File: src/cache_pkg.sv
package cache_pkg;

    // byte address of a request
    parameter int DEFAULT_ADDRESS_WIDTH = 12;

    // one word per cache line
    parameter int DEFAULT_DATA_WIDTH = 32;

    // 3 index bits, so 8 sets
    parameter int DEFAULT_SET_WIDTH = 3;

    // words are always 4 bytes wide
    parameter int OFFSET_WIDTH = 2;

    // cycles from a memory request to its done pulse, at least 2
    parameter int DEFAULT_MEM_LATENCY = 4;

endpackage

File: src/cache_resp_out.sv
module cache_resp_out #(
    parameter int DATA_WIDTH = cache_pkg::DEFAULT_DATA_WIDTH
) (
    input  logic                  clk_i,
    input  logic                  reset_i,
    // from the controller
    input  logic                  rsp_push_i,
    input  logic                  rsp_hit_i,
    input  logic [DATA_WIDTH-1:0] rsp_data_i,
    output logic                  rsp_space_o,
    // to the requester
    output logic                  resp_valid_o,
    input  logic                  resp_ready_i,
    output logic                  resp_hit_o,
    output logic [DATA_WIDTH-1:0] resp_rdata_o
);

    logic [DATA_WIDTH-1:0] data_q [2];
    logic [1:0]            hit_q;
    logic                  wr_ptr_q;
    logic                  rd_ptr_q;
    logic [1:0]            count_q;
    logic                  pop;

    assign resp_valid_o = (count_q != 2'd0);
    assign pop          = resp_valid_o && resp_ready_i;

    // only depends on stored count, never on resp_ready_i
    assign rsp_space_o = (count_q != 2'd2);

    // head entry
    assign resp_hit_o   = hit_q[rd_ptr_q];
    assign resp_rdata_o = data_q[rd_ptr_q];

    always_ff @(posedge clk_i) begin
        if (reset_i) begin
            wr_ptr_q <= 1'b0;
            rd_ptr_q <= 1'b0;
            count_q  <= 2'd0;
        end else begin
            if (rsp_push_i) begin
                wr_ptr_q <= !wr_ptr_q;
            end
            if (pop) begin
                rd_ptr_q <= !rd_ptr_q;
            end
            // push and pop together leave the count alone
            case ({rsp_push_i, pop})
                2'b10:   count_q <= count_q + 2'd1;
                2'b01:   count_q <= count_q - 2'd1;
                default: count_q <= count_q;
            endcase
        end
    end

    always_ff @(posedge clk_i) begin
        if (rsp_push_i) begin
            data_q[wr_ptr_q] <= rsp_data_i;
            hit_q[wr_ptr_q]  <= rsp_hit_i;
        end
    end

endmodule

File: config.mk
export PLATFORM = sky130hd
export DESIGN_NAME = cache_resp_out
export DESIGN_NICKNAME = d
export VERILOG_FILES = /design/src/cache_pkg.sv /design/src/cache_resp_out.sv
export SDC_FILE = /design/constraint.sdc
export NUM_CORES = 1
export LEC_CHECK = 0
export BUFFER_PORTS_ARGS = -buffer_cell sky130_fd_sc_hd__buf_2
export CORE_UTILIZATION = 41
export DETAILED_ROUTE_END_ITERATION = 7
export PLACE_DENSITY_LB_ADDON = 0.2
export SYNTH_ARGS = -nofsm -noshare
export SYNTH_HDL_FRONTEND = slang
export SYNTH_SLANG_ARGS = --single-unit
export TNS_END_PERCENT = 100
File: constraint.sdc
create_clock -name clk_i -period 2.2 [get_ports clk_i]
set_input_delay 0.22 -clock clk_i [delete_from_list [all_inputs] [get_ports clk_i]]
set_output_delay 0.22 -clock clk_i [all_outputs]
set_load 0.05 [all_outputs]
==> summary.md <==
| Metric | Value |
|---|---|
| Syn. warnings | `0` |
| Overflow after GRT | `0` |
| Final Routed Wirelength | `approximately 4300 um` |
| Port Buf Inserts | `roughly 70` |
| Clock Skews | `~0.0075 ns` |
| Yosys top cell area share | `between 70% and 80%` |
| Top post-synthesis cells by area | `edfxtp_1, mux2_1, dfxtp_1, xnor2_1, nor2_1` |
| H-tree Lvls | `3` |
| Starting Density | `43.17%` |
| Max Cap Violations | `0` |
| N_diodes | `0` |
| Hold path cells | `1` |
| Final nets | `246` |
| Hold Crit Class | `input port to flip-flop` |
| Hold_buf cts | `0` |
| Tcrit/Tclk final | `approximately four fifths` |
| Worst EP arrival | `between 1.5 and 2 ns` |
| Initial antenna violation count | `0` |
| Slew margin rel. | `between 70% and 80%` |
| R2R Path Start | `count_q[0]` |
| Worst-path clk slew | `around 0.07 ns` |
| CTS Buf Count | `9` |
| First-pass GRT wire length | `between 6000 and 7000 um` |
| Clock tree root driver cell | `clkbuf_8` |
| Crit. End Element | `output port` |
| Crit path launch type | `flip-flop` |
| Latest clock arrival within the worst-skew pair | `approximately 0.34 ns` |
| Critical path's slowest cell | `mux2_1` |
| First-pass detailed-route iteration total | `4` |
| Postcts setup bufs | `0` |
| DIE HEIGHT | `81.42 um` |
| Synthesized area per cell | `20.53 sq um` |
| Crit-path max cell delay | `0.36 ns` |
| Critical path cell sequence | `buf_4 > mux2_1 > buf_2` |
| Final setup fails | `0` |
| DRC violations left | `0` |
| Share of layout cells above drive strength 1 | `42.72%` |
| Hold Vio Cnt, Final | `0` |
| R2R setup slack | `0.71 ns` |
| ANT nets after route | `0` |
| R2r worst-path depth | `4` |
| CTS resizes | `0` |
| Core area | `roughly 0.0060 sq mm` |
| Multiplexer share of the synthesized area | `roughly 14%` |
| Post-synthesis sequential area ratio | `around four fifths` |
| Yosys top cell by area | `edfxtp_1` |
| Status | `complete, no violations` |
| Worst EP required | `slightly below 2 ns` |
| Die width | `just over 80 um` |
| Pwr Total | `about 3.7 mW` |
| GRT Total Usage | `between 10% and 20%` |
| Unrepaired setup endpoints after global routing | `false` |
| Initial DRC count | `42` |
| HP Start | `rsp_data_i[23]` |
| Period minus WS final | `1.752 ns` |
| DP Wirelength | `~3000 um` |
| Simple-gate portion of the synthesized area | `around 1.7%` |
| Hold EP | `data_q[0][23]` |
| CTS tree | `built` |
| Static leakage | `approximately 1.2 nW` |
| Worst Setup Path Type | `flip-flop to output port` |
| Area growth syn-to-layout | `25.21%` |
| Largest family of logic cells by synthesized area | `multiplexers` |
| Critical Path Fanout Max | `21` |
| Setup TNS | `0 ns` |
| Largest net degree at the start of global routing | `22` |
| Clock sinks | `slightly above 70` |
| Longest Clk Path Bufs | `2` |
| Row cnt | `28` |
| Vias in the first global route | `1,380` |
| Post-Synth Adder-Cell Area | `less than 1%` |
| Synthesized net count | `164` |
| Xor/xnor share of the synthesized area | `1.355%` |
| Synth unique cells | `17` |
| Gate Count Post-Synth | `around 130` |
| Gpl congestion | `approximately 0.65` |
| Measured slew at the worst slew-check pin | `roughly 0.44 ns` |
| Via Count | `between 1,000 and 1,500` |
| WL per Instance | `around 15 um` |
| Final setup margin | `roughly 0.45 ns` |
| PwrDens | `about 1100 mW/mm^2` |
| RR Endpoint | `count_q[1]` |
| Via/cell ratio | `~4.7` |
| Max IR drop VDD | `between 0.6 and 0.7 mV` |
| Yosys reg bits | `between 70 and 80` |
| Die area | `approximately 0.0066 sq mm` |
| Compound-Gate Fraction of Synth Area | `less than 1%` |
| Post-Syn Area | `about 0.0026 sq mm` |
| Place WS | `0.7238 ns` |
| Final-report max-slew violation count | `0` |
| Max frequency | `570.9 MHz` |
| IO Pins | `72` |
[cell usage in the layout, fill, tap and decap left out]
| cell type | netlist | final |
|---|---|---|
| or3_1 | 1 | 1 |
| o21a_2 | 1 | 1 |
| a21oi_1 | 1 | 1 |
| dfxtp_1 | 5 | 5 |
| nand2b_1 | 1 | 1 |
| xor2_1 | 1 | 1 |
| buf_2 | 3 | 71 |
| buf_4 | 0 | 2 |
| nor2_4 | 0 | 1 |
| or2_1 | 1 | 1 |
| ha_1 | 1 | 1 |
| mux2_1 | 33 | 33 |
| nor2_1 | 5 | 4 |
| clkinvlp_4 | 0 | 1 |
| clkbuf_1 | 1 | 3 |
| edfxtp_1 | 66 | 66 |
| clkinv_2 | 0 | 3 |
| xnor2_1 | 3 | 3 |
| and2_2 | 0 | 1 |
| o21ai_0 | 1 | 1 |
| inv_1 | 1 | 1 |
| clkbuf_8 | 0 | 9 |
| buf_12 | 0 | 2 |
[sequential cells by signal, indices dropped and copies added (netlist names), named ones only]
name and count:
rd_ptr_q 1, hit_q 2, count_q 2, data_q 64, wr_ptr_q 1
[how the worst max path moves through the flow]
stage / startpoint / endpoint / slack [ns] / cells past startpoint
after global placement: flip-flop / resp_rdata_o[8] / 0.80 / 3
after global routing: flip-flop / resp_rdata_o[14] / 0.33 / 3
after detailed placement: count_q[0] / count_q[1] / 0.72 / 4
final: flip-flop / resp_rdata_o[8] / 0.45 / 3
after floorplan: wr_ptr_q / data_q[0][0] / 0.05 / 1
after CTS: flip-flop / resp_rdata_o[8] / 0.39 / 3
[area by class of cell]
type,count,area (sq um)
flip-flops and latches,71,2082
fillers,489,2753
inverters,1,3.754
multi-input cells,50,490.5
clock buffers,12,135.1
clock inverters,4,22.52
well taps,75,93.84
repair buffers,75,410.4
[layer usage]
layer	GRT usage [%]	vias up	wire [um]
li1	-	648	-
met4	7.679	0	102
met2	24.33	46	2224
met5	0	-	0
met1	15.62	643	1679
met3	6.111	10	310
[power by group]
part | leakage, nW | switching, mW | total [mW] | internal, mW
clock network | 0.0801 | 0.437 | 0.840 | 0.404
logic | 0.486 | 0.885 | 1.23 | 0.342
registers | 0.661 | 0.0454 | 1.64 | 1.59
total | 1.23 | 1.37 | 3.70 | 2.34
[critical path, delay by kind of cell (launching register included)]
family   cells  cell delay, ns
buf+inv      2            0.49
flops        1            0.32
mux          1            0.36
[cell usage after synthesis, drive strengths merged]
cell type  instances
a21oi              1
and2               1
buf                3
clkbuf             1
dfxtp              5
edfxtp            66
ha                 1
inv                1
mux2              33
nand2b             1
nor2               5
o21a               1
o21ai              1
or2                1
or3                1
xnor2              3
xor2               1
[kinds of logic after synthesis]
kind of cell / after synthesis
AND/OR/NAND/NOR: 9
multiplexers: 33
flip-flops: 71
XOR/XNOR: 4
AO/OA/AOI/OAI: 3
adder cells (fa/ha/maj): 1
buffers and inverters: 5
[per-stage QoR]
stage	hold slack, ns	utilization (%)	instance area (sq um)	cells
after floorplan	0.2891	-	2586	126
after global placement	0.4066	51.42	3080	272
after detailed placement	0.4113	51.42	3080	272
after CTS	0.04530	54.05	3238	288
after global routing	0.04198	54.05	3238	288
final	0.06362	54.05	3238	288
(Power assumes the default switching activity.)
