[src/cache_pkg.sv]
package cache_pkg;

    // byte address of a request
    parameter int DEFAULT_ADDRESS_WIDTH = 12;

    // one word per cache line
    parameter int DEFAULT_DATA_WIDTH = 32;

    // 3 index bits, so 8 sets
    parameter int DEFAULT_SET_WIDTH = 3;

    // words are always 4 bytes wide
    parameter int OFFSET_WIDTH = 2;

    // cycles from a memory request to its done pulse, at least 2
    parameter int DEFAULT_MEM_LATENCY = 4;

endpackage

[src/direct_cache.sv]
module direct_cache #(
    parameter int ADDRESS_WIDTH = cache_pkg::DEFAULT_ADDRESS_WIDTH,
    parameter int DATA_WIDTH    = cache_pkg::DEFAULT_DATA_WIDTH,
    parameter int SET_WIDTH     = cache_pkg::DEFAULT_SET_WIDTH
) (
    input  logic                     clk_i,
    input  logic                     reset_i,
    // operation from the input slot
    input  logic                     op_valid_i,
    output logic                     op_ready_o,
    input  logic                     op_wen_i,
    input  logic [ADDRESS_WIDTH-1:0] op_addr_i,
    input  logic [DATA_WIDTH-1:0]    op_wdata_i,
    // backing memory
    output logic                     mem_req_o,
    output logic                     mem_wen_o,
    output logic [ADDRESS_WIDTH-1:0] mem_addr_o,
    output logic [DATA_WIDTH-1:0]    mem_wdata_o,
    input  logic                     mem_done_i,
    input  logic [DATA_WIDTH-1:0]    mem_rdata_i,
    // response FIFO
    output logic                     rsp_push_o,
    output logic                     rsp_hit_o,
    output logic [DATA_WIDTH-1:0]    rsp_data_o,
    input  logic                     rsp_space_i
);

    import cache_pkg::*;

    localparam int TAG_WIDTH = ADDRESS_WIDTH - SET_WIDTH - OFFSET_WIDTH;
    localparam int NUM_SETS  = 2 ** SET_WIDTH;

    localparam logic [1:0] ST_IDLE      = 2'd0;
    localparam logic [1:0] ST_WRITEBACK = 2'd1;
    localparam logic [1:0] ST_REFILL    = 2'd2;

    // line storage with one word per set
    logic [TAG_WIDTH-1:0]  tag_mem  [NUM_SETS];
    logic [DATA_WIDTH-1:0] data_mem [NUM_SETS];
    logic [NUM_SETS-1:0]   valid_q;
    logic [NUM_SETS-1:0]   dirty_q;

    logic [1:0]               state_q;
    logic [1:0]               state_d;
    logic                     hit_q;
    logic                     wen_q;
    logic [ADDRESS_WIDTH-1:0] addr_q;
    logic [DATA_WIDTH-1:0]    wdata_q;

    logic                     mem_req_q;
    logic                     mem_wen_q;
    logic [ADDRESS_WIDTH-1:0] mem_addr_q;
    logic [DATA_WIDTH-1:0]    mem_wdata_q;

    logic [SET_WIDTH-1:0] op_set;
    logic [TAG_WIDTH-1:0] op_tag;
    logic [SET_WIDTH-1:0] q_set;
    logic [TAG_WIDTH-1:0] q_tag;
    logic                 op_hit;
    logic                 victim_dirty;
    logic                 accept;
    logic                 issue_wb;
    logic                 issue_rd;
    logic                 chain_rd;

    logic                  install_en;
    logic [SET_WIDTH-1:0]  inst_set;
    logic [TAG_WIDTH-1:0]  inst_tag;
    logic [DATA_WIDTH-1:0] inst_data;
    logic                  inst_dirty;
    logic                  push_en;
    logic [DATA_WIDTH-1:0] push_data;

    // set sits above the byte offset and the tag takes the rest
    assign op_set = op_addr_i[SET_WIDTH+OFFSET_WIDTH-1:OFFSET_WIDTH];
    assign op_tag = op_addr_i[ADDRESS_WIDTH-1:SET_WIDTH+OFFSET_WIDTH];
    assign q_set  = addr_q[SET_WIDTH+OFFSET_WIDTH-1:OFFSET_WIDTH];
    assign q_tag  = addr_q[ADDRESS_WIDTH-1:SET_WIDTH+OFFSET_WIDTH];

    assign op_hit       = valid_q[op_set] && (tag_mem[op_set] == op_tag);
    assign victim_dirty = valid_q[op_set] && dirty_q[op_set];

    // no new op while a response is still on its way into the FIFO
    assign op_ready_o = (state_q == ST_IDLE) && rsp_space_i && !rsp_push_o;
    assign accept     = op_valid_i && op_ready_o;

    // hit flag as registered at acceptance, held until the push
    assign rsp_hit_o = hit_q;

    // misses that need the memory
    assign issue_wb = accept && !op_hit && victim_dirty;
    assign issue_rd = accept && !op_hit && !victim_dirty && !op_wen_i;

    // refill read goes out in the cycle the writeback completes
    assign chain_rd = (state_q == ST_WRITEBACK) && mem_done_i && !wen_q;

    assign mem_req_o   = mem_req_q || chain_rd;
    assign mem_wen_o   = mem_wen_q && !chain_rd;
    assign mem_addr_o  = chain_rd ? addr_q : mem_addr_q;
    assign mem_wdata_o = mem_wdata_q;

    // line install and response for every path
    always_comb begin
        install_en = 1'b0;
        inst_set   = op_set;
        inst_tag   = op_tag;
        inst_data  = op_wdata_i;
        inst_dirty = 1'b1;
        push_en    = 1'b0;
        push_data  = op_wdata_i;
        state_d    = state_q;
        case (state_q)
            ST_IDLE: begin
                if (accept) begin
                    if (op_hit && !op_wen_i) begin
                        // read hit
                        push_en   = 1'b1;
                        push_data = data_mem[op_set];
                    end else if (op_wen_i && (op_hit || !victim_dirty)) begin
                        // write hit, or write allocate over a clean line
                        install_en = 1'b1;
                        push_en    = 1'b1;
                    end else if (issue_wb) begin
                        state_d = ST_WRITEBACK;
                    end else begin
                        state_d = ST_REFILL;
                    end
                end
            end
            ST_WRITEBACK: begin
                inst_set  = q_set;
                inst_tag  = q_tag;
                inst_data = wdata_q;
                push_data = wdata_q;
                if (mem_done_i) begin
                    if (wen_q) begin
                        // victim is out so the write allocates now
                        install_en = 1'b1;
                        push_en    = 1'b1;
                        state_d    = ST_IDLE;
                    end else begin
                        state_d = ST_REFILL;
                    end
                end
            end
            ST_REFILL: begin
                inst_set   = q_set;
                inst_tag   = q_tag;
                inst_data  = mem_rdata_i;
                inst_dirty = 1'b0;
                push_data  = mem_rdata_i;
                if (mem_done_i) begin
                    install_en = 1'b1;
                    push_en    = 1'b1;
                    state_d    = ST_IDLE;
                end
            end
            default: begin
                state_d = ST_IDLE;
            end
        endcase
    end

    // control state
    always_ff @(posedge clk_i) begin
        if (reset_i) begin
            state_q    <= ST_IDLE;
            valid_q    <= '0;
            dirty_q    <= '0;
            hit_q      <= 1'b0;
            rsp_push_o <= 1'b0;
            mem_req_q  <= 1'b0;
        end else begin
            state_q    <= state_d;
            rsp_push_o <= push_en;
            mem_req_q  <= issue_wb || issue_rd;
            if (accept) begin
                hit_q <= op_hit;
            end
            if (install_en) begin
                valid_q[inst_set] <= 1'b1;
                dirty_q[inst_set] <= inst_dirty;
            end
        end
    end

    // arrays and payload
    always_ff @(posedge clk_i) begin
        if (accept) begin
            wen_q   <= op_wen_i;
            addr_q  <= op_addr_i;
            wdata_q <= op_wdata_i;
        end
        if (install_en) begin
            tag_mem[inst_set]  <= inst_tag;
            data_mem[inst_set] <= inst_data;
        end
        if (push_en) begin
            rsp_data_o <= push_data;
        end
        if (issue_wb) begin
            // victim address from stored tag, set and zero offset
            mem_wen_q   <= 1'b1;
            mem_addr_q  <= {tag_mem[op_set], op_set, {OFFSET_WIDTH{1'b0}}};
            mem_wdata_q <= data_mem[op_set];
        end else if (issue_rd) begin
            mem_wen_q  <= 1'b0;
            mem_addr_q <= op_addr_i;
        end
    end

endmodule

[config.mk]
export PLATFORM = sky130hd
export DESIGN_NAME = direct_cache
export DESIGN_NICKNAME = d
export VERILOG_FILES = /design/src/cache_pkg.sv /design/src/direct_cache.sv
export SDC_FILE = /design/constraint.sdc
export NUM_CORES = 1
export LEC_CHECK = 0
export ABC_AREA = 1
export BUFFER_PORTS_ARGS = -buffer_cell sky130_fd_sc_hd__buf_2
export CAP_MARGIN = 20
export CORE_MARGIN = 8
export CORE_UTILIZATION = 52
export CTS_CLUSTER_SIZE = 14
export DETAILED_ROUTE_END_ITERATION = 8
export HOLD_SLACK_MARGIN = 0.05
export PLACE_DENSITY = 0.74
export SYNTH_ARGS = -nofsm -noshare
export SYNTH_HDL_FRONTEND = slang
export SYNTH_SLANG_ARGS = --single-unit
[constraint.sdc]
create_clock -name clk_i -period 3.89 [get_ports clk_i]
set_input_delay 0.5835 -clock clk_i [delete_from_list [all_inputs] [get_ports clk_i]]
set_output_delay 0.5835 -clock clk_i [all_outputs]
set_load 0.05 [all_outputs]
==> results by stage <==
Outcome:
- The run finished with clean final reports.

Pwr:
- The completed layout was analyzed and its total power is approximately 12 mW.
- The maximum VDD drop is a little under 0.3 mV.
- For this design the ratio of total power to cell area is between 500 and 600 nW/µm².
- For this design the static power due to leakage is roughly 8.5 nW.

Timing:
- The count of pins over their slew limit was 0.
- The final critical path time including I/O delays and setup is 3.32 ns.
- The smallest setup slack after layout is around 0.57 ns.
- The number of endpoints with negative hold slack in the final report is 0.
- Clock skew on the completed layout was measured at around 0.015 ns.
- The top achievable clock speed is 0.301 GHz.
- The final critical path takes up between 80% and 90% of the cycle.
- Setup repair after global routing left no endpoint under its margin.
- The worst max-slew margin expressed relative to the limit is 34.1%.
- The final sum of negative setup slack is 0 ns.
- The final hold slack is around 0.22 ns.
- At the pin with the least slew margin, the transition time is 0.978 ns.
- Setup violations remaining at the end of the flow were counted as 0.

Logic synthesis:
- The largest area contributor in the synthesized netlist is sky130_fd_sc_hd__edfxtp_1.
- By area the synthesized netlist is led by sky130_fd_sc_hd__edfxtp_1 66%, sky130_fd_sc_hd__nand2_1 5.6%, sky130_fd_sc_hd__o21ai_0 4.8%.
- The mapped cell area is about 20,000 µm².
- The top flip-flop cell by instance count after synthesis is sky130_fd_sc_hd__edfxtp_1.
- In the synthesized netlist the async set-or-reset flop fraction comes to 0%.
- The number of nets in the synthesized netlist is around 1,800.
- The distinct cell type count after synthesis is 31.
- The number of synthesized register bits is about 460.
- Ranked by instance count, the synthesized netlist is headed by 431 x sky130_fd_sc_hd__edfxtp_1, 291 x sky130_fd_sc_hd__nand2_1, 240 x sky130_fd_sc_hd__nor2_1, 188 x sky130_fd_sc_hd__o21ai_0, 144 x sky130_fd_sc_hd__inv_1.
- The fraction of synthesized cell area taken by the top area cell type is 66.0%.
- The most repeated cell in the gate-level netlist after synthesis is sky130_fd_sc_hd__edfxtp_1.
- The fraction of the yosys area taken by sequential cells is around two thirds.
- The count of yosys warnings during synthesis is 0.
- Averaged over all synthesized cells, the footprint is approximately 11 µm².
- Synthesis produced about 1,700 cells.
- The count of flip-flops with a built-in enable after synthesis is roughly 430.

Drt:
- The pre-antenna-repair detailed-routing pass consisted of 6 iterations.
- In the final routed layout, each cell accounts on average for 20.0 µm.
- The count of nets left with antenna violations once routing finished came out at 0.
- Dividing the detail-routed via count by the number of cells gives approximately 5.5.
- The number of DRC markers in iteration 0 is ~1,100.
- After detailed routing, the total wire length is 48,300 µm.
- Across all layers, the routed design uses around 13,000 vias.
- In the routed design, unresolved DRC markers number 0.

Global routing:
- For this run, the total global-route usage over all layers was measured as 21.6%.
- met2 is the most crowded layer.
- The global route total overflow is 0.
- The number of antenna violations at the first check in global routing came to 0.
- In the global route stage, met1 resource usage came out at a little over a quarter.
- The first-pass GRT wire length is 75,000 µm.
- The number of global-route vias before repair is ~14,000.
- The met2 track utilization from global routing is ~37%.
- Global routing consumed, on the met3 layer, between 4 and 5% of the routing resources.
- The maximum number of pins on one net before global-route repair is between 70 and 80.

Critical path:
- The arrival time reported for the critical path endpoint is 2.74 ns.
- The endpoint kind of the worst setup timing path is an output port.
- The required time of the critical path is ~3.3 ns.
- The maximum fanout count along the critical path is 14.
- By startpoint and endpoint, the worst setup path is classified as flop to output port.
- For the worst flop-to-flop path, the logic depth is 8.
- The kind of start point of the critical path is a flop.

CTS:
- After clock tree synthesis, the repair step resized 0 gates.
- The H-tree was split into 2 levels.
- The total setup buffers inserted after CTS is 0.
- The worst-skew pair later-pin latency is ~0.56 ns.
- No sink is reached through more buffers than the 3 on the longest clock path.
- The clock net sink count is 455.
- The clock root buffer master is sky130_fd_sc_hd__clkbuf_16.
- The number of buffers inserted during clock tree synthesis is 47.
- The clock edge transition at the registers on the reported setup and hold paths is about 0.060 ns.
- TritonCTS built the clock tree.
- For this design, the CTS-stage hold fixing added 0 buffers.

Die:
- The total I/O pin count is 163.
- The number of rows in the core area is 71.
- In this run the vertical extent of the chip is roughly 210 µm.
- Once the floorplan was initialized, standard cells occupied 52.4% of the core.
- The die is roughly 210 µm wide.
- After floorplanning, the core was sized to cover 37,400 µm².
- The die covers approximately 44,000 µm².

Layout:
- Of the cells placed in the final design, the portion with a size suffix greater than 1 is between 20% and 30%.
- The post-layout instance area is approximately 23,000 µm².
- The final layout contains slightly below 2,000 nets.
- The final non-filler cell total is 2,416.
- The fill cell total of the finished layout is slightly below 3,000.
- In the final layout, the multi-input gates occupy roughly 5100 µm².
- The area added between synthesis and finish is 15.3%.
- For this run, the share of the core covered by cells in the final layout is approximately three fifths.
- The number of antenna diodes in the final layout is 0.
- Registers take between 10,000 and 15,000 µm².

Placement:
- The instance area at placement is around 21,000 µm².
- The worst-case setup slack after placement is 0.282 ns.
- In this run the tool buffered the top-level ports with 162 buffer cells.
- Including well taps, the total number of placed cells is about 2,300.
- The estimated wirelength of the detail-placed design is about 30,000 µm.
- The final weighted congestion of routability-driven global placement is slightly above 0.8.

Run:
- The number of max-cap violations is 0.

Min path:
- The path class of the tightest hold or removal check is input port to flop.
- Counting instances, the worst hold path has a depth of 1.
[report_power, final]
group | internal, mW | switching (mW) | total [mW]
sequential | 5.70 | 0.0467 | 5.74
combinational | 0.351 | 1.02 | 1.38
clock | 2.74 | 1.85 | 4.59
total | 8.79 | 2.92 | 11.7
[cell families after synthesis]
kind of cell / synth area share (%)
fa+ha+maj: 0.255
compound gates: 12.4
buf+inv: 5.57
simple gates: 13.3
flops: 68.5
[registers in the layout, summed over array words and instances, names as in the netlist, 2 cells and up]
name	flops
state_q	2
data_mem	256
rsp_data_o	32
dirty_q	8
wdata_q	32
mem_addr_q	12
mem_wdata_o	32
valid_q	8
addr_q	12
tag_mem	56
[per-layer routing]
metal / wire, µm / vias to the layer above
met5: 0 / -
met4: 1610 / 0
met3: 3450 / 111
met2: 23600 / 485
met1: 19600 / 6457
li1: - / 6295
[worst max-delay path, cell delays in order (launching register included)]
cell and delay, ns:
sky130_fd_sc_hd__dfxtp_1 0.33, sky130_fd_sc_hd__inv_1 0.11, sky130_fd_sc_hd__ha_2 0.43, sky130_fd_sc_hd__inv_1 0.11
sky130_fd_sc_hd__nor3_1 0.19, sky130_fd_sc_hd__buf_4 0.23, sky130_fd_sc_hd__inv_1 0.20, sky130_fd_sc_hd__o21ai_0 0.27
sky130_fd_sc_hd__buf_2 0.32
[final timing paths]
check,startpoint,endpoint,slack [ns]
worst min register to register,mem_addr_q[0],mem_addr_q[0],0.45
worst max-delay path,state_q[1],mem_addr_o[4],0.57
worst max register to register,state_q[0],data_mem[2][8],0.89
worst min-delay path,op_addr_i[0],addr_q[0],0.22
[placed cells by master, fill, tap and decap left out, types with 6 or more instances in the layout]
cell type                    netlist  final
sky130_fd_sc_hd__nand3_1          50     50
sky130_fd_sc_hd__buf_2            12    161
sky130_fd_sc_hd__nand2_2          31     31
sky130_fd_sc_hd__inv_1           144    132
sky130_fd_sc_hd__buf_12            0     11
sky130_fd_sc_hd__o21ai_0         188    188
sky130_fd_sc_hd__nor2_1          240    239
sky130_fd_sc_hd__dfxtp_1          24     24
sky130_fd_sc_hd__edfxtp_1        431    431
sky130_fd_sc_hd__clkbuf_1         69      7
sky130_fd_sc_hd__clkinv_1          1     11
sky130_fd_sc_hd__clkbuf_16         0     49
sky130_fd_sc_hd__buf_4             4     26
sky130_fd_sc_hd__clkinvlp_4        0     10
sky130_fd_sc_hd__clkinv_2          0     10
sky130_fd_sc_hd__a21oi_1          23     23
sky130_fd_sc_hd__nand4_1          10     10
sky130_fd_sc_hd__nand2_1         291    291
sky130_fd_sc_hd__a21oi_2          28     28
sky130_fd_sc_hd__bufinv_16         0      6
sky130_fd_sc_hd__o211ai_2         32     32
sky130_fd_sc_hd__o22ai_1          71     71
sky130_fd_sc_hd__a22o_1           32     32
[layout make-up]
| class | count | share of cell area [%] |
|---|---|---|
| timing repair buffer | 203 | 5.52 |
| inverter | 148 | 2.64 |
| clock buffer | 58 | 5.66 |
| multi-input combinational | 1012 | 22.6 |
| clock inverter | 29 | 1.36 |
| sequential | 455 | 59.4 |
| tap | 511 | 2.83 |
Power figures use the tool's default switching activity.
