`config.mk`:
```
export PLATFORM = sky130hd
export DESIGN_NAME = cache_req_in
export DESIGN_NICKNAME = d
export VERILOG_FILES = /design/src/cache_pkg.sv /design/src/cache_req_in.sv
export SDC_FILE = /design/constraint.sdc
export NUM_CORES = 1
export LEC_CHECK = 0
export ABC_CLOCK_PERIOD_IN_PS = 2500
export BUFFER_PORTS_ARGS = -buffer_cell sky130_fd_sc_hd__buf_2
export CAP_MARGIN = 15
export CORE_AREA = 2 2 61 63
export CTS_BUF_LIST = sky130_fd_sc_hd__clkbuf_16
export CTS_CLUSTER_DIAMETER = 30
export DETAILED_ROUTE_END_ITERATION = 6
export DIE_AREA = 0 0 63 65
export PLACE_DENSITY = 0.83
export REMOVE_ABC_BUFFERS = 1
export SLEW_MARGIN = 10
export SYNTH_ARGS = -nofsm -noshare
export SYNTH_HDL_FRONTEND = slang
export SYNTH_SLANG_ARGS = --single-unit
```
`constraint.sdc`:
```
create_clock -name clk_i -period 2.5 [get_ports clk_i]
set_clock_uncertainty 0.2 [all_clocks]
set_input_delay 0.125 -clock clk_i [delete_from_list [all_inputs] [get_ports clk_i]]
set_output_delay 0.125 -clock clk_i [all_outputs]
set_load 0.02 [all_outputs]
```
`src/cache_pkg.sv`:
```
package cache_pkg;

    // byte address of a request
    parameter int DEFAULT_ADDRESS_WIDTH = 12;

    // one word per cache line
    parameter int DEFAULT_DATA_WIDTH = 32;

    // 3 index bits, so 8 sets
    parameter int DEFAULT_SET_WIDTH = 3;

    // words are always 4 bytes wide
    parameter int OFFSET_WIDTH = 2;

    // cycles from a memory request to its done pulse, at least 2
    parameter int DEFAULT_MEM_LATENCY = 4;

endpackage

```
`src/cache_req_in.sv`:
```
module cache_req_in #(
    parameter int ADDRESS_WIDTH = cache_pkg::DEFAULT_ADDRESS_WIDTH,
    parameter int DATA_WIDTH    = cache_pkg::DEFAULT_DATA_WIDTH
) (
    input  logic                     clk_i,
    input  logic                     reset_i,
    // requester side
    input  logic                     req_valid_i,
    output logic                     req_ready_o,
    input  logic                     req_wen_i,
    input  logic [ADDRESS_WIDTH-1:0] req_addr_i,
    input  logic [DATA_WIDTH-1:0]    req_wdata_i,
    // controller side
    output logic                     op_valid_o,
    input  logic                     op_ready_i,
    output logic                     op_wen_o,
    output logic [ADDRESS_WIDTH-1:0] op_addr_o,
    output logic [DATA_WIDTH-1:0]    op_wdata_o
);

    logic full_q;
    logic accept;

    // slot can take a new request if empty or emptied this cycle
    assign req_ready_o = !full_q || op_ready_i;
    assign accept      = req_valid_i && req_ready_o;

    // a full slot is offered straight to the controller
    assign op_valid_o = full_q;

    always_ff @(posedge clk_i) begin
        if (reset_i) begin
            full_q <= 1'b0;
        end else if (accept) begin
            // refill wins over drain in the same cycle
            full_q <= 1'b1;
        end else if (full_q && op_ready_i) begin
            full_q <= 1'b0;
        end
    end

    // request fields, loaded only on a transfer
    always_ff @(posedge clk_i) begin
        if (accept) begin
            op_wen_o   <= req_wen_i;
            op_addr_o  <= req_addr_i;
            op_wdata_o <= req_wdata_i;
        end
    end

endmodule

```
==> results of run 1 <==
metal layers:
layer  up-vias  GRT usage (%)  wire length [um]
met4         0           10.8                59
met3         6           5.73               179
met1       498           17.6              1180
li1        496              -                 -
met2        54           36.7              2210
met5         -              0                 0
cell usage after synthesis (all sizes together):
cell type   n
edfxtp     45
inv         1
a21oi       1
and2        1
nand2b      1
dfxtp       1
metrics by stage:
stage	instances	hold slack, ns	worst slack [ns]	utilization, %	area [sq um]
6_report	248	0.284	0.982	73.8	2580
5_1_grt	248	0.311	0.905	73.8	2580
3_5_place_dp	193	0.0991	1.00	55.5	1940
2_1_floorplan	50	-0.0126	0.978	-	1410
3_3_place_gp	193	0.0856	1.05	55.5	1940
4_1_cts	248	0.285	0.983	73.8	2580
registers in the layout (all words and copies together) (netlist names):
register    flops
op_wdata_o     32
op_addr_o      12
op_valid_o      1
op_wen_o        1
final cells by class:
type                    instances  area (sq um)  area share, %
clock inverters                 3          41.3           1.60
clock buffers                   5           125           4.85
inverters                       1          3.75          0.146
multi-input cells               3          31.3           1.21
well taps                      48          60.1           2.33
repair buffers                142           946           36.7
flip-flops and latches         46          1370           53.2
power groups by stage:
stage / sequential (mW) / clock (mW) / combinational, mW
2_1_floorplan: 0.987 / 0 / 0.0185
3_3_place_gp: 0.926 / 0 / 0.155
5_1_grt: 0.917 / 0.774 / 0.231
6_report: 0.913 / 0.718 / 0.218
4_1_cts: 0.912 / 0.738 / 0.216
3_5_place_dp: 0.928 / 0 / 0.158
cell usage in the layout, fill, tap and decap left out:
master and count:
edfxtp_1 45, clkinvlp_4 1, clkbuf_16 5, and2_4 1, dlygate4sd3_1 47, bufinv_16 1, buf_2 95, nand2b_4 1
dfxtp_1 1, inv_1 2, a21oi_2 1
critical path: stages, from the launching register on:
cell	delay, ns
dfxtp_1	0.34
nand2b_4	0.09
and2_4	0.51
logic make-up (layout without fill, tap and decap cells):
logic type	count (synthesis)	after routing	share of synthesized area, %
compound gates	1	1	0.623
buf+inv	1	151	0.267
flops	46	46	97.5
simple gates	2	2	1.60
worst paths after layout:
path,to,slack (ns),from
worst max-delay path,op_wdata_o[6],0.98,op_valid_o
worst min-delay path,op_wdata_o[2],0.28,req_valid_i
worst max register to register,op_wdata_o[6],0.98,op_valid_o
worst min register to register,op_wdata_o[2],0.83,op_valid_o
==> results.yml, run 1 <==
cells_and_area:
  synthToLayoutAreaGrowth_pct: 83.4
  nFillCells: 228
  finalNetCount: 248
  drive_above_1_share_pct: 52.5
  antennaDiodeCount: 0
power:
  p_sw_share_pct: 20.3
  internal-power_mw: 1.47
  pwr-share-seq_pct: 49.4
  power.density_nw_per_um2: 717
  leakage_nw: 1.11
  total_power_mw: 1.85
  peakVddDrop_uv: 537
  clock_power_share_pct: 38.8
  share_comb_of_total_power_pct: 11.8
  power_switching_mw: 0.376
yosys:
  synth_cells: 50
  synth_area_per_cell_sq_um: 28.1
  synth_top_cell_area_share_pct: 96.1
  synth_warnings: 0
  synth_cell_types: 6
  ys_ff_latch: 46
  ys_seq_area_share_pct: 97.5
  synth_area_sq_um: 1410
  yosysTopAreaCell: "edfxtp_1"
  synthTopCellsByArea: "edfxtp_1 96%, dfxtp_1 1.4%, nand2b_4 0.98%"
floorplanning:
  die_y_um: 65
  dieArea_sq_um: 4100
  fp-row-count: 22
  start_util_pct: 40.2
  core_sq_um: 3500
  die_x_um: 63
  pin_count: 96
drt:
  dr_total_vias: 1054
  ant_nets: 0
  initialDrtViolationCount: 59
  firstDrtPassIters: 4
  vias_per_cell: 4.25
  route.detailed.drc: 0
  wirelength_um: 3630
  post_drt_wl_per_cell_um: 14.6
global_routing:
  grt-ovfl-total: 0
  grt_usage_pct: 19.1
  grt_pass1_vias: 1145
  grt_pass1_wl_um: 5460
  antenna_found_initial: 0
  grt_max_degree: 46
timing:
  fin_crit_sh_pct: 60.7
  final-max-slew-violation-count: 0
  rsz0062_at_grt: "no"
  tns_ns: 0
  setup_viol: 0
  relSlewSlack_pct: 62.8
  tightest_slew_ns: 0.558
  hold_viol_final: 0
  fmax_mhz: 659
  final.min_clock_period_ns: 1.52
hold_path:
  hold_depth: 2
  hp-class: "input pin to flop"
worst_setup_path:
  start_kind: "flop"
  worstSetupPathType: "flop to flop"
  required_ns: 2.21
  crit_path_end_kind: "flop"
  reg2reg_depth: 2
  cp.arrival_ns: 1.23
  critPathMaxFanout: 45
clocking:
  cts_sinks: 46
  cts_buffers: 5
  holdBufCountCts: 47
  clock_path_buffers: 2
  cts.clk_slew.worst_paths_ns: 0.06
  cts_root_buffer: "clkbuf_16"
  cts_tree: "yes"
  cts_setup_buffers: 0
  ctsResizeCount: 0
  h-tree-depth: 2
  insertion_delay_ns: 0.27
run:
  cap_viol_max_count: 0
status:
  status: "complete, no violations"
placed_design:
  place.gp.congestion: 0.585
  port-buffer-count: 95
(Power assumes the default switching activity.)
==> run 2: changes to the inputs <==
--- a/config.mk
+++ b/config.mk
@@ -5,15 +5,15 @@
 export SDC_FILE = /design/constraint.sdc
 export NUM_CORES = 1
 export LEC_CHECK = 0
-export ABC_CLOCK_PERIOD_IN_PS = 2500
+export ABC_CLOCK_PERIOD_IN_PS = 1300
 export BUFFER_PORTS_ARGS = -buffer_cell sky130_fd_sc_hd__buf_2
 export CAP_MARGIN = 15
-export CORE_AREA = 2 2 61 63
+export CORE_AREA = 2 2 66 68
 export CTS_BUF_LIST = sky130_fd_sc_hd__clkbuf_16
 export CTS_CLUSTER_DIAMETER = 30
 export DETAILED_ROUTE_END_ITERATION = 6
-export DIE_AREA = 0 0 63 65
-export PLACE_DENSITY = 0.83
+export DIE_AREA = 0 0 68 70
+export PLACE_DENSITY = 0.76
 export REMOVE_ABC_BUFFERS = 1
 export SLEW_MARGIN = 10
 export SYNTH_ARGS = -nofsm -noshare
==> constraint.sdc (replaced) <==
create_clock -name clk_i -period 1.3 [get_ports clk_i]
set_clock_uncertainty 0.2 [all_clocks]
set_input_delay 0.065 -clock clk_i [delete_from_list [all_inputs] [get_ports clk_i]]
set_output_delay 0.065 -clock clk_i [all_outputs]
set_load 0.02 [all_outputs]
==> results.yml, run 2 (same netlist as run 1, synthesis figures left out) <==
clocking:
  cts.clk_slew.worst_paths_ns: 0.07
  cts_root_buffer: "clkbuf_16"
  h-tree-depth: 2
  cts_setup_buffers: 0
  insertion_delay_ns: 0.28
  holdBufCountCts: 47
  cts_sinks: 46
  clock_path_buffers: 2
  cts_buffers: 5
  cts_tree: "yes"
worst_setup_path:
  worstSetupPathType: "flop to flop"
  cp-startpoint: "op_valid_o"
  r2r-end: "op_wdata_o[20]"
  crit_path_end_kind: "flop"
  reg2reg_slack_ns: 0.03
  cp.arrival_ns: 1.05
  critPathMaxFanout: 23
  reg2reg_depth: 3
  timing.rr.start: "op_valid_o"
  start_kind: "flop"
  required_ns: 1.09
cells_and_area:
  final_cell_mix: "95 x buf_2, 46 x dlygate4sd3_1, 45 x edfxtp_1"
  reg.largest.list: "op_wdata_o x32, op_addr_o x12"
  nFillCells: 304
  utilization_pct: 63.6
  antennaDiodeCount: 0
  synthToLayoutAreaGrowth_pct: 87.3
  largest_register_ffs: 32
  top_register: "op_wdata_o"
  final_common_cell: "buf_2"
  finalNetCount: 250
  drive_above_1_share_pct: 54.0
timing:
  final.min_clock_period_ns: 1.27
  rsz0062_at_grt: "no"
  setup_viol: 0
  fin_crit_sh_pct: 97.5
  tightest_slew_ns: 0.124
  fmax_mhz: 789
  hold_viol_final: 1
  hold_slack_ns: -0.136
  final-max-slew-violation-count: 0
  relSlewSlack_pct: 91.8
status:
  status: "finished, violations left"
  violations: "negative hold slack"
placed_design:
  place.gp.congestion: 0.662
  port-buffer-count: 95
floorplanning:
  die_y_um: 70
  pin_count: 96
  fp-row-count: 24
  core_sq_um: 4140
  start_util_pct: 33.9
  dieArea_sq_um: 4760
  die_x_um: 68
global_routing:
  grt_usage_pct: 15.3
  grt_pass1_wl_um: 5150
  grt-ovfl-total: 0
  antenna_found_initial: 0
  grt_pass1_vias: 1144
  grt_max_degree: 24
power:
  leakage_nw: 1.14
  total_power_mw: 3.64
  peakVddDrop_uv: 856
  power.density_nw_per_um2: 1380
hold_path:
  hp-start: "op_ready_i"
  hp-class: "input pin to flop"
  min_to: "op_valid_o"
  hold_depth: 3
drt:
  initialDrtViolationCount: 39
  wl_met2_um: 1610
  firstDrtPassIters: 4
  route.detailed.drc: 0
  dr_total_vias: 1034
  post_drt_wl_per_cell_um: 13.2
  route.met3.wl_um: 408
  drt-met1-wl_um: 1290
  wirelength_um: 3360
  ant_nets: 0
  vias_per_cell: 4.07
  top_layer_used: "met4"
run:
  cap_viol_max_count: 0
==> run 2: changes by cell type in the layout (fill, tap and decap cells not counted), sizes merged <==
cell          previous run  this run
buf                     95        97
clkinvlp                 1         0
dlygate4sd3             47        46
dlymetal6s4s             0         1
inv                      2         3
==> run 2: worst max path at each step <==
stage / slack (ns) / depth (start not counted) / end
after global placement: 0.07 / 3 / op_addr_o[7]
after detailed placement: 0.05 / 3 / op_addr_o[7]
after floorplan: -0.22 / 2 / op_addr_o[0]
after global routing: 0.003 / 3 / op_wdata_o[10]
after CTS: 0.03 / 3 / op_wdata_o[20]
final: 0.03 / 3 / op_wdata_o[20]
==> run 2: worst max-delay path: stages, from the launching register on <==
cell	delay, ns
dfxtp_2	0.34
nand2b_4	0.07
and2_4	0.18
buf_12	0.18
==> run 2: layer usage <==
layer,GRT usage (%),vias up
li1,-,498
met1,16.8,468
met2,24.4,63
met3,8.05,5
met4,6.00,0
met5,0,-
==> run 2: power by group <==
group | leakage (nW) | total, mW | internal (mW) | switching [mW]
clock network | 0.0848 | 1.45 | 0.919 | 0.529
registers | 0.444 | 1.75 | 1.73 | 0.0226
logic | 0.616 | 0.436 | 0.219 | 0.217
==> run 2: final cells by class <==
| type | instances | area [sq um] | area share [%] |
|---|---|---|---|
| clock buffer | 5 | 125 | 4.75 |
| clock inverter | 3 | 47.5 | 1.81 |
| inverter | 1 | 3.75 | 0.143 |
| multi-input combinational | 3 | 31.3 | 1.19 |
| sequential | 46 | 1370 | 52.1 |
| tap | 52 | 65.1 | 2.47 |
| timing repair buffer | 144 | 988 | 37.5 |
==> run 2: per-stage QoR <==
| stage | setup slack [ns] | hold slack (ns) | setup TNS [ns] | cell area [sq um] | std cells |
|---|---|---|---|---|---|
| floorplan | -0.222 | -0.0726 | -9.99 | 1410 | 50 |
| global placement | 0.0679 | 0.0278 | 0 | 1990 | 199 |
| detailed placement | 0.0515 | 0.0351 | 0 | 1990 | 199 |
| CTS | 0.0316 | -0.144 | 0 | 2630 | 254 |
| global route | 0.00341 | -0.131 | 0 | 2630 | 254 |
| finish | 0.0329 | -0.136 | 0 | 2630 | 254 |
==> run 2: timing repair <==
action | 4_1_cts | 5_1_grt
setup endpoints to repair | 0 | 30
gates resized for setup | 0 | 2
endpoints found under the hold margin | 46 | 1
==> run 3: changes to the inputs <==
--- a/config.mk
+++ b/config.mk
@@ -13,6 +13,7 @@
 export CTS_CLUSTER_DIAMETER = 30
 export DETAILED_ROUTE_END_ITERATION = 6
 export DIE_AREA = 0 0 68 70
+export GPL_TIMING_DRIVEN = 0
 export PLACE_DENSITY = 0.76
 export REMOVE_ABC_BUFFERS = 1
 export SLEW_MARGIN = 10
==> results.yml, run 3 (same netlist as run 1, synthesis figures left out) <==
status:
  status: "finished, violations left"
  violations: "negative hold slack"
drt:
  ant_nets: 0
  vias_per_cell: 4.13
  dr_total_vias: 1052
  firstDrtPassIters: 4
  wirelength_um: 3660
  initialDrtViolationCount: 41
  route.detailed.drc: 0
  post_drt_wl_per_cell_um: 14.3
floorplanning:
  start_util_pct: 33.9
  die_y_um: 70
  core_sq_um: 4140
  fp-row-count: 24
  pin_count: 96
  die_x_um: 68
  dieArea_sq_um: 4760
timing:
  hold_slack_ns: -0.0857
  fin_crit_sh_pct: 94.1
  fmax_mhz: 818
  setup_viol: 0
  tightest_slew_ns: 0.170
  final.min_clock_period_ns: 1.22
  relSlewSlack_pct: 88.7
  rsz0062_at_grt: "no"
  tns_ns: 0
  final-max-slew-violation-count: 0
  hold_viol_final: 1
power:
  share_comb_of_total_power_pct: 11.9
  internal-power_mw: 2.86
  p_sw_share_pct: 21.3
  clock_power_share_pct: 39.9
  leakage_nw: 1.13
  peakVddDrop_uv: 769
  power_switching_mw: 0.774
  pwr-share-seq_pct: 48.2
  power.density_nw_per_um2: 1390
clocking:
  insertion_delay_ns: 0.28
  h-tree-depth: 2
  cts_sinks: 46
  clock_path_buffers: 2
  holdBufCountCts: 47
  cts_tree: "yes"
  cts_root_buffer: "clkbuf_16"
  cts_buffers: 5
  cts.clk_slew.worst_paths_ns: 0.07
worst_setup_path:
  cp-startpoint: "op_valid_o"
  timing.rr.start: "op_valid_o"
  critPathMaxFanout: 12
  required_ns: 1.08
  cp.arrival_ns: 1.00
  critPathMaxStageDelay_ns: 0.34
  worstSetupPathType: "flop to flop"
  path_cells: "nand2b_4, and2_4"
  cp_slowest_cell: "dfxtp_1"
  start_kind: "flop"
  crit_path_end_kind: "flop"
global_routing:
  grt_usage_pct: 16.9
  grt_max_degree: 23
  grt_pass1_wl_um: 5590
  grt-ovfl-total: 0
  antenna_found_initial: 0
  grt_pass1_vias: 1150
cells_and_area:
  nFillCells: 301
  antennaDiodeCount: 0
  reg.largest.list: "op_wdata_o x32, op_addr_o x12"
  largest_register_ffs: 32
  utilization_pct: 63.1
  final_common_cell: "buf_2"
  finalNetCount: 251
  final_cell_mix: "95 x buf_2, 47 x dlygate4sd3_1, 45 x edfxtp_1"
  drive_above_1_share_pct: 53.7
  synthToLayoutAreaGrowth_pct: 86.0
  fin_cells: 255
  top_register: "op_wdata_o"
placed_design:
  place_inst: 197
  place.gp.congestion: 0.669
  port-buffer-count: 95
hold_path:
  hp-class: "input pin to flop"
  hp-start: "op_ready_i"
run:
  cap_viol_max_count: 0
run 3: changes by cell type in the layout (fill, tap and decap cells not counted):
cell	delta
and2_4	+3
buf_12	-2
dfxtp_1	+1
dfxtp_2	-1
dlygate4sd3_1	+1
dlymetal6s4s_1	-1
run 3: final timing paths:
check | endpoint | slack (ns) | cells after the start
min reg2reg | op_valid_o | 0.37 | 2
max | op_wdata_o[10] | 0.08 | 2
min | op_valid_o | -0.09 | 3
max reg2reg | op_wdata_o[10] | 0.08 | 2
run 3: metrics by stage:
stage / power [mW] / worst slack, ns / instance area [sq um]
after floorplan: 1.93 / -0.222 / 1410
after global placement: 2.08 / -0.184 / 1950
after detailed placement: 2.09 / -0.216 / 1950
after CTS: 3.66 / 0.00104 / 2610
after global routing: 3.75 / 0.0485 / 2620
final: 3.64 / 0.0772 / 2620
run 3: final cells by class:
cell class	instances	area [sq um]	share of cell area, %
Clock buffer	5	125	4.78
Clock inverter	3	47.5	1.82
Inverter	1	3.75	0.143
Multi-Input combinational cell	6	57.6	2.20
Sequential cell	46	1370	52.4
Tap cell	52	65.1	2.49
Timing Repair Buffer	142	946	36.2
run 3: metal layers:
metal | up-vias | share of wire, % | track usage [%]
met1 | 471 | 36 | 17.8
met2 | 67 | 51 | 27.4
li1 | 507 | - | -
met3 | 7 | 12 | 8.86
met5 | - | 0 | 0
met4 | 0 | 1.4 | 7.33
run 3: power by group through the flow:
stage	Clock (mW)	Combinational [mW]	Sequential, mW
final	1.45	0.434	1.75
after detailed placement	0	0.305	1.78
after global placement	0	0.299	1.78
after CTS	1.48	0.423	1.75
after global routing	1.53	0.462	1.76
after floorplan	0	0.0355	1.90
run 3: what timing repair did:
item                                    4_1_cts  5_1_grt
endpoints found under the hold margin        46        1
pin swaps                                     1        0
endpoints found under the setup margin       45       22
cloned                                        2        1
resized for setup                             2        1
setup buffers                                 0        0
run 3: critical path: cells and delay by family, from the launching register on:
family / cells / cell delay, ns
simple gates: 2 / 0.38
flops: 1 / 0.34
